**config.mk**
```make
export PLATFORM = sky130hd
export DESIGN_NAME = lsu_stage
export DESIGN_NICKNAME = d
export VERILOG_FILES = /design/src/design/axi_pkg.sv /design/src/design/rv_pkg.sv /design/src/design/lsu_stage.sv /design/src/design/load_extend.sv
export VERILOG_INCLUDE_DIRS = /design/src /design/src/design
export SDC_FILE = /design/constraint.sdc
export NUM_CORES = 1
export LEC_CHECK = 0
export BUFFER_PORTS_ARGS = -buffer_cell sky130_fd_sc_hd__buf_2
export CORE_MARGIN = 2
export CORE_UTILIZATION = 48
export DETAILED_ROUTE_END_ITERATION = 8
export HOLD_SLACK_MARGIN = 0.12
export PLACE_DENSITY = 0.81
export SYNTH_ARGS = -nofsm -noshare
export SYNTH_HDL_FRONTEND = slang
export SYNTH_SLANG_ARGS = --single-unit
```
**constraint.sdc**
```tcl
create_clock -name clock -period 4.8 [get_ports clock]
set_clock_uncertainty 0.15 [all_clocks]
set_input_delay 0 -clock clock [delete_from_list [all_inputs] [get_ports clock]]
set_output_delay 0 -clock clock [all_outputs]
set_load 0.01 [all_outputs]
```
**src/design/lsu_config.svh**
```systemverilog
// width and depth settings for the load/store stage and its memory; include before the packages

`ifndef LSU_CONFIG_SVH
`define LSU_CONFIG_SVH

// data and address width
`define LSU_XLEN 32

// memory depth in words, and the matching word index width
`define LSU_MEM_WORDS 1024
`define LSU_MEM_AW 10

`endif
```
**src/design/axi_pkg.sv**
```systemverilog
// AXI4 channel payload types for the single-beat memory port; import where used

`include "lsu_config.svh"

package axi_pkg;

    typedef logic [`LSU_XLEN-1:0] axi_data_t;
    typedef logic [`LSU_XLEN/8-1:0] axi_strb_t;
    typedef logic [2:0] axi_size_t;

    localparam axi_size_t size_byte = 3'd0;
    localparam axi_size_t size_half = 3'd1;
    localparam axi_size_t size_word = 3'd2;

    typedef enum logic [1:0] {
        resp_okay   = 2'b00,
        resp_slverr = 2'b10
    } axi_resp_t;

    // shared by aw and ar
    typedef struct packed {
        axi_data_t addr;
        axi_size_t size;
    } axi_addr_t;

    typedef struct packed {
        axi_data_t data;
        axi_strb_t strb;
    } axi_w_t;

    typedef struct packed {
        axi_data_t data;
        axi_resp_t resp;
    } axi_r_t;

endpackage

```
**src/design/rv_pkg.sv**
```systemverilog
// pipeline-side types shared by execute, the load/store stage and writeback; import where used

`include "lsu_config.svh"

package rv_pkg;

    typedef logic [`LSU_XLEN-1:0] word_t;
    typedef logic [4:0] reg_idx_t;

    // funct3 of loads and stores with 3'b011/110/111 left invalid
    typedef enum logic [2:0] {
        mem_b  = 3'b000,
        mem_h  = 3'b001,
        mem_w  = 3'b010,
        mem_bu = 3'b100,
        mem_hu = 3'b101
    } mem_funct_t;

    typedef struct packed {
        logic       is_load;
        logic       is_store;
        mem_funct_t funct;
        word_t      addr;       // alu result
        word_t      store_data;
        reg_idx_t   rd;
        logic       rd_write;
        word_t      rd_value;
    } ex_to_lsu_t;

    typedef struct packed {
        reg_idx_t rd;
        logic     rd_write;
        word_t    result;     // extended load data or rd_value
        logic     bus_error;
    } lsu_to_wb_t;

endpackage

```
**src/design/lsu_stage.sv**
```systemverilog
// load/store pipeline stage; takes one op from execute, runs it over AXI4 and hands the result on

module lsu_stage (
    input  logic                clock,
    input  logic                reset,

    input  logic                in_valid,
    output logic                in_ready,
    input  rv_pkg::ex_to_lsu_t  in_op,

    output logic                out_valid,
    input  logic                out_ready,
    output rv_pkg::lsu_to_wb_t  out_wb,

    output logic                awvalid,
    input  logic                awready,
    output axi_pkg::axi_addr_t  aw,

    output logic                wvalid,
    input  logic                wready,
    output axi_pkg::axi_w_t     w,

    input  logic                bvalid,
    output logic                bready,
    input  axi_pkg::axi_resp_t  bresp,

    output logic                arvalid,
    input  logic                arready,
    output axi_pkg::axi_addr_t  ar,

    input  logic                rvalid,
    output logic                rready,
    input  axi_pkg::axi_r_t     r
);
    import rv_pkg::*;
    import axi_pkg::*;

    typedef enum logic [1:0] {
        st_idle,
        st_wait,
        st_hold
    } lsu_state_t;

    lsu_state_t state;
    ex_to_lsu_t op_q;
    lsu_to_wb_t wb_q;
    word_t      load_word;
    logic [1:0] byte_off;
    logic       accept;
    logic       is_mem;
    logic       r_fire;
    logic       b_fire;
    axi_size_t  xfer_size;
    axi_data_t  store_data;
    axi_strb_t  store_strb;
    axi_addr_t  req_addr;

    assign in_ready  = (state == st_idle) || (state == st_hold && out_ready);
    assign accept    = in_valid && in_ready;
    assign is_mem    = in_op.is_load || in_op.is_store;
    assign r_fire    = rvalid && rready;
    assign b_fire    = bvalid && bready;
    assign out_valid = (state == st_hold);
    assign out_wb    = wb_q;
    assign byte_off  = op_q.addr[1:0];

    always_ff @(posedge clock or posedge reset) begin
        if (reset) begin
            state   <= st_idle;
            arvalid <= 1'b0;
            rready  <= 1'b0;
            awvalid <= 1'b0;
            wvalid  <= 1'b0;
            bready  <= 1'b0;
        end else begin
            if (accept) begin
                state   <= is_mem ? st_wait : st_hold;
                arvalid <= in_op.is_load;
                rready  <= in_op.is_load;
                awvalid <= in_op.is_store && !in_op.is_load;  // load wins if both set
                wvalid  <= in_op.is_store && !in_op.is_load;
                bready  <= in_op.is_store && !in_op.is_load;
            end else begin
                if (r_fire || b_fire)
                    state <= st_hold;
                else if (state == st_hold && out_ready)
                    state <= st_idle;
                if (arvalid && arready)
                    arvalid <= 1'b0;
                if (r_fire)
                    rready <= 1'b0;
                if (awvalid && awready)
                    awvalid <= 1'b0;
                if (wvalid && wready)
                    wvalid <= 1'b0;
                if (b_fire)
                    bready <= 1'b0;
            end
        end
    end

    always_ff @(posedge clock) begin
        if (accept)
            op_q <= in_op;
        if (accept && !is_mem)
            wb_q <= '{rd: in_op.rd, rd_write: in_op.rd_write, result: in_op.rd_value,
                      bus_error: 1'b0};
        else if (r_fire)
            wb_q <= '{rd: op_q.rd, rd_write: op_q.rd_write, result: load_word,
                      bus_error: (r.resp == resp_slverr)};
        else if (b_fire)
            wb_q <= '{rd: op_q.rd, rd_write: op_q.rd_write, result: op_q.rd_value,
                      bus_error: (bresp == resp_slverr)};
    end

    // store lanes follow the low address bits
    always_comb begin
        store_data = op_q.store_data;
        store_strb = '0;
        case (op_q.funct)
            mem_b: begin
                store_data = op_q.store_data << {byte_off, 3'b000};
                store_strb = 4'b0001 << byte_off;
            end
            mem_h: begin
                store_data = op_q.store_data << {byte_off[1], 4'b0000};
                store_strb = 4'b0011 << {byte_off[1], 1'b0};
            end
            mem_w: store_strb = '1;
            default: store_strb = '0;
        endcase
    end

    always_comb begin
        case (op_q.funct)
            mem_b, mem_bu: xfer_size = size_byte;
            mem_h, mem_hu: xfer_size = size_half;
            default:       xfer_size = size_word;
        endcase
    end

    assign req_addr = '{addr: op_q.addr, size: xfer_size};
    assign aw       = req_addr;
    assign ar       = req_addr;
    assign w        = '{data: store_data, strb: store_strb};

    load_extend load_extend_i (
        .word   (r.data),
        .offset (byte_off),
        .funct  (op_q.funct),
        .result (load_word)
    );

endmodule

```
**src/design/load_extend.sv**
```systemverilog
// picks the addressed byte or halfword of a read word and extends it by funct3

`include "lsu_config.svh"

module load_extend (
    input  rv_pkg::word_t       word,
    input  logic [1:0]          offset,
    input  rv_pkg::mem_funct_t  funct,
    output rv_pkg::word_t       result
);
    import rv_pkg::*;

    logic [7:0]  byte_sel;
    logic [15:0] half_sel;

    assign byte_sel = word[{offset, 3'b000} +: 8];
    assign half_sel = word[{offset[1], 4'b0000} +: 16];  // bit 0 of offset ignored

    always_comb begin
        case (funct)
            mem_b: begin
                result = {{(`LSU_XLEN-8){byte_sel[7]}}, byte_sel};
            end
            mem_h: begin
                result = {{(`LSU_XLEN-16){half_sel[15]}}, half_sel};
            end
            mem_w: begin
                result = word;
            end
            mem_bu: begin
                result = {{(`LSU_XLEN-8){1'b0}}, byte_sel};
            end
            mem_hu: begin
                result = {{(`LSU_XLEN-16){1'b0}}, half_sel};
            end
            default: begin
                result = '0;  // invalid funct3
            end
        endcase
    end

endmodule

```
==> impl_metrics.tcl, run 1 <==
set metrics [dict create \
    status "finished, final reports clean" \
    yosysTopAreaCellShare_pct 60.7 \
    grt_pass1_vias 6345 \
    reg2reg_depth 5 \
    yosys.area.top_type "edfxtp_1" \
    synth_edf_count 143 \
    grt_start_max_net_pins 78 \
    avgRoutedWirePerCell_um 20.2 \
    slew-limit-headroom_pct 19.1 \
    setup_tns_ns 0 \
    htree_levels 4 \
    dp_hpwl_um 13800 \
    drv_cap 0 \
    final.setup.worst_slack_ns 1.45 \
    final_nets 1100 \
    overflow 0 \
    ys_types 48 \
    start_util_pct 48.9 \
    crit_chain "inv_4 > nor3_1 > a222oi_1 > dlygate4sd3_1 > o22ai_1" \
    io_pins 304 \
    netlist_instances 565 \
    port_buffers 301 \
    clock_path_buffers 2 \
    via_count 6523 \
    crit_buf_inv 2 \
    crit_type "flip-flop to flip-flop" \
    synth-seq-cells 151 \
    synth.area.top_cells "edfxtp_1 (61%), buf_4 (7.3%), a21oi_1 (3.2%)" \
    worst_path_max_delay_cell "edfxtp_1" \
    area_delta_synth_final_pct 46.5 \
    clk_pin_slew_ns 0.06 \
    yosysSeqAreaShare_pct 63.4 \
    die_w_um 125 \
    ir_worst_vdd_v 0.000310 \
    synthFlopType "edfxtp_1" \
    grt_pass1_wl_um 34600 \
    numCtsBuffers 17 \
    ys_async_sr_fraction_pct 4.64 \
    gr-usage-all-layers_pct 28.6 \
    end_kind "flip-flop" \
    hold_viol 0 \
    final_max_slew_viol_count 0 \
    dieArea_mm2 0.0157 \
    layout-drive-gt1-share_pct 36.7 \
    cellLeakagePower_nw 4.40 \
    cp_data_arrival_time_ns 3.44 \
    coreArea_mm2 0.0145 \
    crit_path_end "out_wb[6]$_DFFE_PP_" \
    critPathTopFamily "flip-flops" \
    firstDrtPassIters 7 \
    dr.first_iter.drc_count 725 \
    max_stage_delay_ns 1.11 \
    path_depth 5 \
    critPathRequiredTime_ns 4.89 \
    placementRows 44 \
    gp_congestion 0.952 \
    routed_wl_um 23200 \
    critPathLaunchType "flip-flop" \
    reg2reg_setup_slack_ns 1.45 \
    antenna_found_initial 0 \
    tritoncts "done" \
    worst_skew_pair.late_latency_ns 0.42 \
    drc 0 \
    crit_start "ar[4]$_DFFE_PP_" \
    r2r-end "out_wb[6]$_DFFE_PP_" \
    power_density_mw_per_mm2 426 \
    ys.warnings.count 0 \
    rsz0062_at_grt "false" \
    fin_util_pct 71.6 \
    finalCritPeriodShare_pct 69.8 \
    dieHeight_um 125 \
    min_period_ns 3.35 \
    tightest_slew_ns 1.21 \
    ctsResizeCount 0 \
    crit_path_max_fanout 29 \
    routed_via_density 5.69 \
    setup_viol 0 \
    min_path_type "input pin to flip-flop" \
    synth_area_mm2 0.00708 \
    cts.sinks 151 \
    syn_avg_cell_area_um2 12.5 \
    drt.antenna.violating_nets 0 \
    cts_root_buf "clkbuf_16" \
    timing.rr.start "ar[4]$_DFFE_PP_" \
    timing.fmax_ghz 0.298 \
    pre_cts_slack_ns 2.16 \
]
## cell type report
class | instances | area, um^2
sequential | 151 | 4490
fill | 987 | 4110
timing repair buffer | 463 | 3120
multi-input combinational | 308 | 1910
clock buffer | 19 | 433
tap | 184 | 230
clock inverter | 13 | 155
inverter | 7 | 31.3
antenna | 1 | 2.50
## registers in the layout, summed over array words and instances (netlist names)
name	cells
state	2
ar	32
out_wb	39
arvalid	1
rready	1
op_q	73
bready	1
wvalid	1
awvalid	1
## report_power, final
group	leakage, nW	internal, mW	total, mW	switching, mW
sequential	1.42	1.77	1.90	0.134
clock	0.274	0.814	1.34	0.530
combinational	2.70	0.484	1.17	0.686
## logic make-up (layout without fill, tap and decap cells)
family / Yosys count / in the layout / share of synthesized area (%)
buffers and inverters: 107 / 502 / 9.72
AND/OR/NAND/NOR: 135 / 135 / 9.26
AO/OA/AOI/OAI: 143 / 143 / 13.2
flip-flops: 151 / 151 / 63.4
other: 1 / 3 / 0.0530
multiplexers: 28 / 28 / 4.28
## through the flow
stage / power, mW / cell area [um^2] / hold WS [ns] / instances
2_1_floorplan: 2.60 / 7080 / -0.347 / 566
3_3_place_gp: 2.91 / 8190 / -0.209 / 955
3_5_place_dp: 2.93 / 8190 / -0.202 / 955
4_1_cts: 4.38 / 10400 / 0.122 / 1145
5_1_grt: 4.58 / 10400 / 0.130 / 1145
6_report: 4.41 / 10400 / 0.144 / 1146
## synthesized netlist by cell type (9+ instances only)
master	instances
a32oi_1	9
buf_4	69
clkbuf_1	22
nor2_1	27
and2_1	17
o21ai_1	9
o21ai_0	16
a211o_1	16
edfxtp_1	143
o22ai_1	23
a21oi_1	45
mux2i_1	19
nand3_1	18
nand2_1	48
## cells in the final DEF, fill, tap and decap left out, types with 7 or more instances in the layout
cell type        n
nor2_1          27
o21ai_1          9
a222oi_1         7
a21oi_1         45
a32oi_1          9
a221oi_1         8
o22ai_1         23
nand3_1         18
and2_1          17
mux2i_1         19
a211o_1         16
dfrtp_1          7
mux2_2           8
edfxtp_1       143
nand2b_1         8
dlygate4sd3_1  158
clkbuf_16       17
o21ai_0         16
nand2_1         47
buf_2          301
## routing by layer
layer	vias to the layer above	part of all wire [%]	global-route usage, %
li1	2831	-	-
met5	-	0	0
met4	0	5.1	16.2
met1	3082	37	34.6
met2	507	50	47.5
met3	103	8.5	6.38
## how the worst min path moves through the flow
stage | from | end | cells after the start
floorplan | reset | arvalid$_DFFE_PP0P_ | 1
global placement | reset | wvalid$_DFFE_PP0P_ | 2
detailed placement | reset | awvalid$_DFFE_PP0P_ | 2
CTS | in_op[41] | op_q[41]$_DFFE_PP_ | 2
global route | in_op[100] | ar[33]$_DFFE_PP_ | 2
finish | in_op[57] | op_q[57]$_DFFE_PP_ | 2
## timing repair
| action | 4_1_cts | 5_1_grt |
|---|---|---|
| hold buffers | 158 | 0 |
| hold endpoints to repair | 158 | 0 |
| setup endpoints to repair | 0 | 0 |
| setup buffers | 0 | 0 |
(Power assumes the default switching activity.)
==> run 2: changes to the inputs <==
--- a/config.mk
+++ b/config.mk
@@ -6,9 +6,10 @@
 export SDC_FILE = /design/constraint.sdc
 export NUM_CORES = 1
 export LEC_CHECK = 0
+export ABC_AREA = 1
 export BUFFER_PORTS_ARGS = -buffer_cell sky130_fd_sc_hd__buf_2
 export CORE_MARGIN = 2
-export CORE_UTILIZATION = 48
+export CORE_UTILIZATION = 49
 export DETAILED_ROUTE_END_ITERATION = 8
 export HOLD_SLACK_MARGIN = 0.12
 export PLACE_DENSITY = 0.81
==> constraint.sdc (replaced) <==
create_clock -name clock -period 3.3 [get_ports clock]
set_clock_uncertainty 0.15 [all_clocks]
set_input_delay 0 -clock clock [delete_from_list [all_inputs] [get_ports clock]]
set_output_delay 0 -clock clock [all_outputs]
set_load 0.01 [all_outputs]
==> impl_metrics.tcl, run 2 <==
set metrics [dict create \
    yosysTopAreaCellShare_pct 56.1 \
    drt.antenna.violating_nets 0 \
    synth.area.top_cells "edfxtp_1 (56%), nand2_1 (10%), nor2_1 (7.6%)" \
    cp_data_arrival_time_ns 2.65 \
    cts_setup_buffers 0 \
    crit_path_max_fanout 20 \
    fin_cells 1447 \
    synth_edf_count 143 \
    yosysSeqAreaShare_pct 58.7 \
    tightest_slew_ns 0.998 \
    htree_levels 4 \
    grt_start_max_net_pins 45 \
    die_w_um 129 \
    slew-limit-headroom_pct 33.2 \
    rsz0062_at_grt "false" \
    overflow 0 \
    dieArea_mm2 0.0166 \
    grt_pass1_vias 7159 \
    grt.met1_usage_pct 32.3 \
    fin_hold_ws_ns 0.129 \
    ys_async_sr_fraction_pct 4.64 \
    timing.fmax_ghz 0.357 \
    final_cell_mix "buf_2 (301), nand2_1 (205), dlygate4sd3_1 (161), nor2_1 (154), edfxtp_1 (143)" \
    grt_util_met3_pct 7.15 \
    gr-usage-all-layers_pct 27.7 \
    routed_via_density 4.96 \
    drc 0 \
    coreArea_mm2 0.0152 \
    power_density_mw_per_mm2 614 \
    cts_root_buf "clkbuf_16" \
    largest_register_ff_count 73 \
    crit_type "flip-flop to primary output" \
    tritoncts "done" \
    gp_congestion 0.920 \
    synth_common_cells "nand2_1 (206), nor2_1 (154), edfxtp_1 (143), inv_1 (105), buf_4 (71)" \
    dr.first_iter.drc_count 558 \
    final_nets 1397 \
    final_max_slew_viol_count 0 \
    numCtsBuffers 17 \
    min_period_ns 2.80 \
    synth_most_common_cell "nand2_1" \
    grtUsageMet2_pct 48.0 \
    end_kind "primary output" \
    firstDrtPassIters 5 \
    cts.sinks 151 \
    worst_skew_pair.late_latency_ns 0.42 \
    area_delta_synth_final_pct 43.6 \
    io_pins 304 \
    layout-drive-gt1-share_pct 27.9 \
    dieHeight_um 129 \
    min_path_type "input pin to flip-flop" \
    finalCritPeriodShare_pct 85.0 \
    synth-seq-cells 151 \
    placementRows 45 \
    avgRoutedWirePerCell_um 16.1 \
    mostFrequentLayoutCell "buf_2" \
    hold_viol 0 \
    busiest_layer "met2" \
    total_power_mw 6.74 \
    yosys.area.top_type "edfxtp_1" \
    drv_cap 0 \
    fin_util_pct 72.2 \
    ys.warnings.count 0 \
    ys_types 29 \
    critPathRequiredTime_ns 3.15 \
    port_buffers 301 \
    setup_tns_ns 0 \
    synth_area_mm2 0.00765 \
    clk_pin_slew_ns 0.06 \
    setup_viol 0 \
    grt_pass1_wl_um 35200 \
    dp_hpwl_um 14700 \
    syn_avg_cell_area_um2 8.96 \
    status "finished, final reports clean" \
    top_register "op_q" \
    netlist_instances 854 \
    ir_worst_vdd_v 0.000401 \
    synthFlopType "edfxtp_1" \
    critPathLaunchType "flip-flop" \
    antenna_found_initial 0 \
    clock_path_buffers 2 \
    placed_cells 1253 \
    via_count 7181 \
    start_util_pct 50.3 \
    cellLeakagePower_nw 5.27 \
    routed_wl_um 23400 \
]
run 2: changes by cell type after synthesis, sizes merged, moves of 9 or more:
cell,change
a211o,-16
a21oi,-11
a32oi,-9
and2,-14
buf,+17
clkbuf,-15
inv,+106
mux2i,-19
nand2,+159
nand3,+11
nor2,+130
o22ai,-14
run 2: logic make-up after synthesis:
group	Yosys count	share of synthesized area, %
other	1	0.0490
AOI/OAI and AO/OA	89	6.44
DFF	151	58.7
buffers and inverters	215	14.4
and+or+nand+nor	398	20.4
run 2: worst max-delay path, stage by stage (launching register included):
cell	delay (ns)
edfxtp_1	0.46
nor2_1	0.17
nand2_1	0.12
nand2_1	0.34
nand2_1	0.36
inv_2	0.38
nand2_1	0.10
o21ai_1	0.11
buf_2	0.18
run 2: per-layer routing:
metal	part of all wire, %	up-vias	routed length, um
li1	-	3447	-
met1	38	3252	8930
met2	50	397	11600
met3	7.9	85	1850
met4	4.0	0	939
met5	0	-	0
run 2: metrics by stage:
stage | worst slack, ns | cell area (um^2)
floorplan | 0.595 | 7650
global placement | 0.884 | 8820
detailed placement | 0.852 | 8820
CTS | 0.571 | 11000
global route | 0.235 | 11000
finish | 0.495 | 11000
run 2: area by class of cell:
cell class | count | area, um^2
well taps | 188 | 235
multi-input cells | 489 | 2070
inverters | 113 | 427
repair buffers | 473 | 3210
fillers | 1088 | 4220
flip-flops and latches | 151 | 4490
clock inverters | 10 | 105
clock buffers | 22 | 444
diodes | 1 | 2.50
run 2: what timing repair did:
action | 4_1_cts | 5_1_grt
hold endpoints to repair | 158 | 0
hold buffers | 161 | 0
resized for setup | 0 | 0
run 2: path summary, 6_finish.rpt:
| kind | from | endpoint | slack (ns) | cells after the start |
|---|---|---|---|---|
| max reg2reg | rready$_DFFE_PP0P_ | out_wb[0]$_SDFFE_PP0P_ | 0.54 | 7 |
| min | in_op[44] | op_q[44]$_DFFE_PP_ | 0.13 | 2 |
| min in group asynchronous | reset | bready$_DFFE_PP0P_ | 0.47 | 4 |
| max | op_q[102]$_DFFE_PP_ | w[23] | 0.50 | 8 |
| min reg2reg | op_q[35]$_DFFE_PP_ | out_wb[36]$_DFFE_PP_ | 0.36 | 2 |
| max in group asynchronous | reset | arvalid$_DFFE_PP0P_ | 2.30 | 4 |
run 2: power breakdown:
group	switching [mW]	internal, mW	leakage [nW]	total (mW)
Sequential	0.159	2.62	1.43	2.78
Clock	0.742	1.10	0.261	1.84
Combinational	1.28	0.828	3.58	2.11
Total	2.19	4.55	5.27	6.74
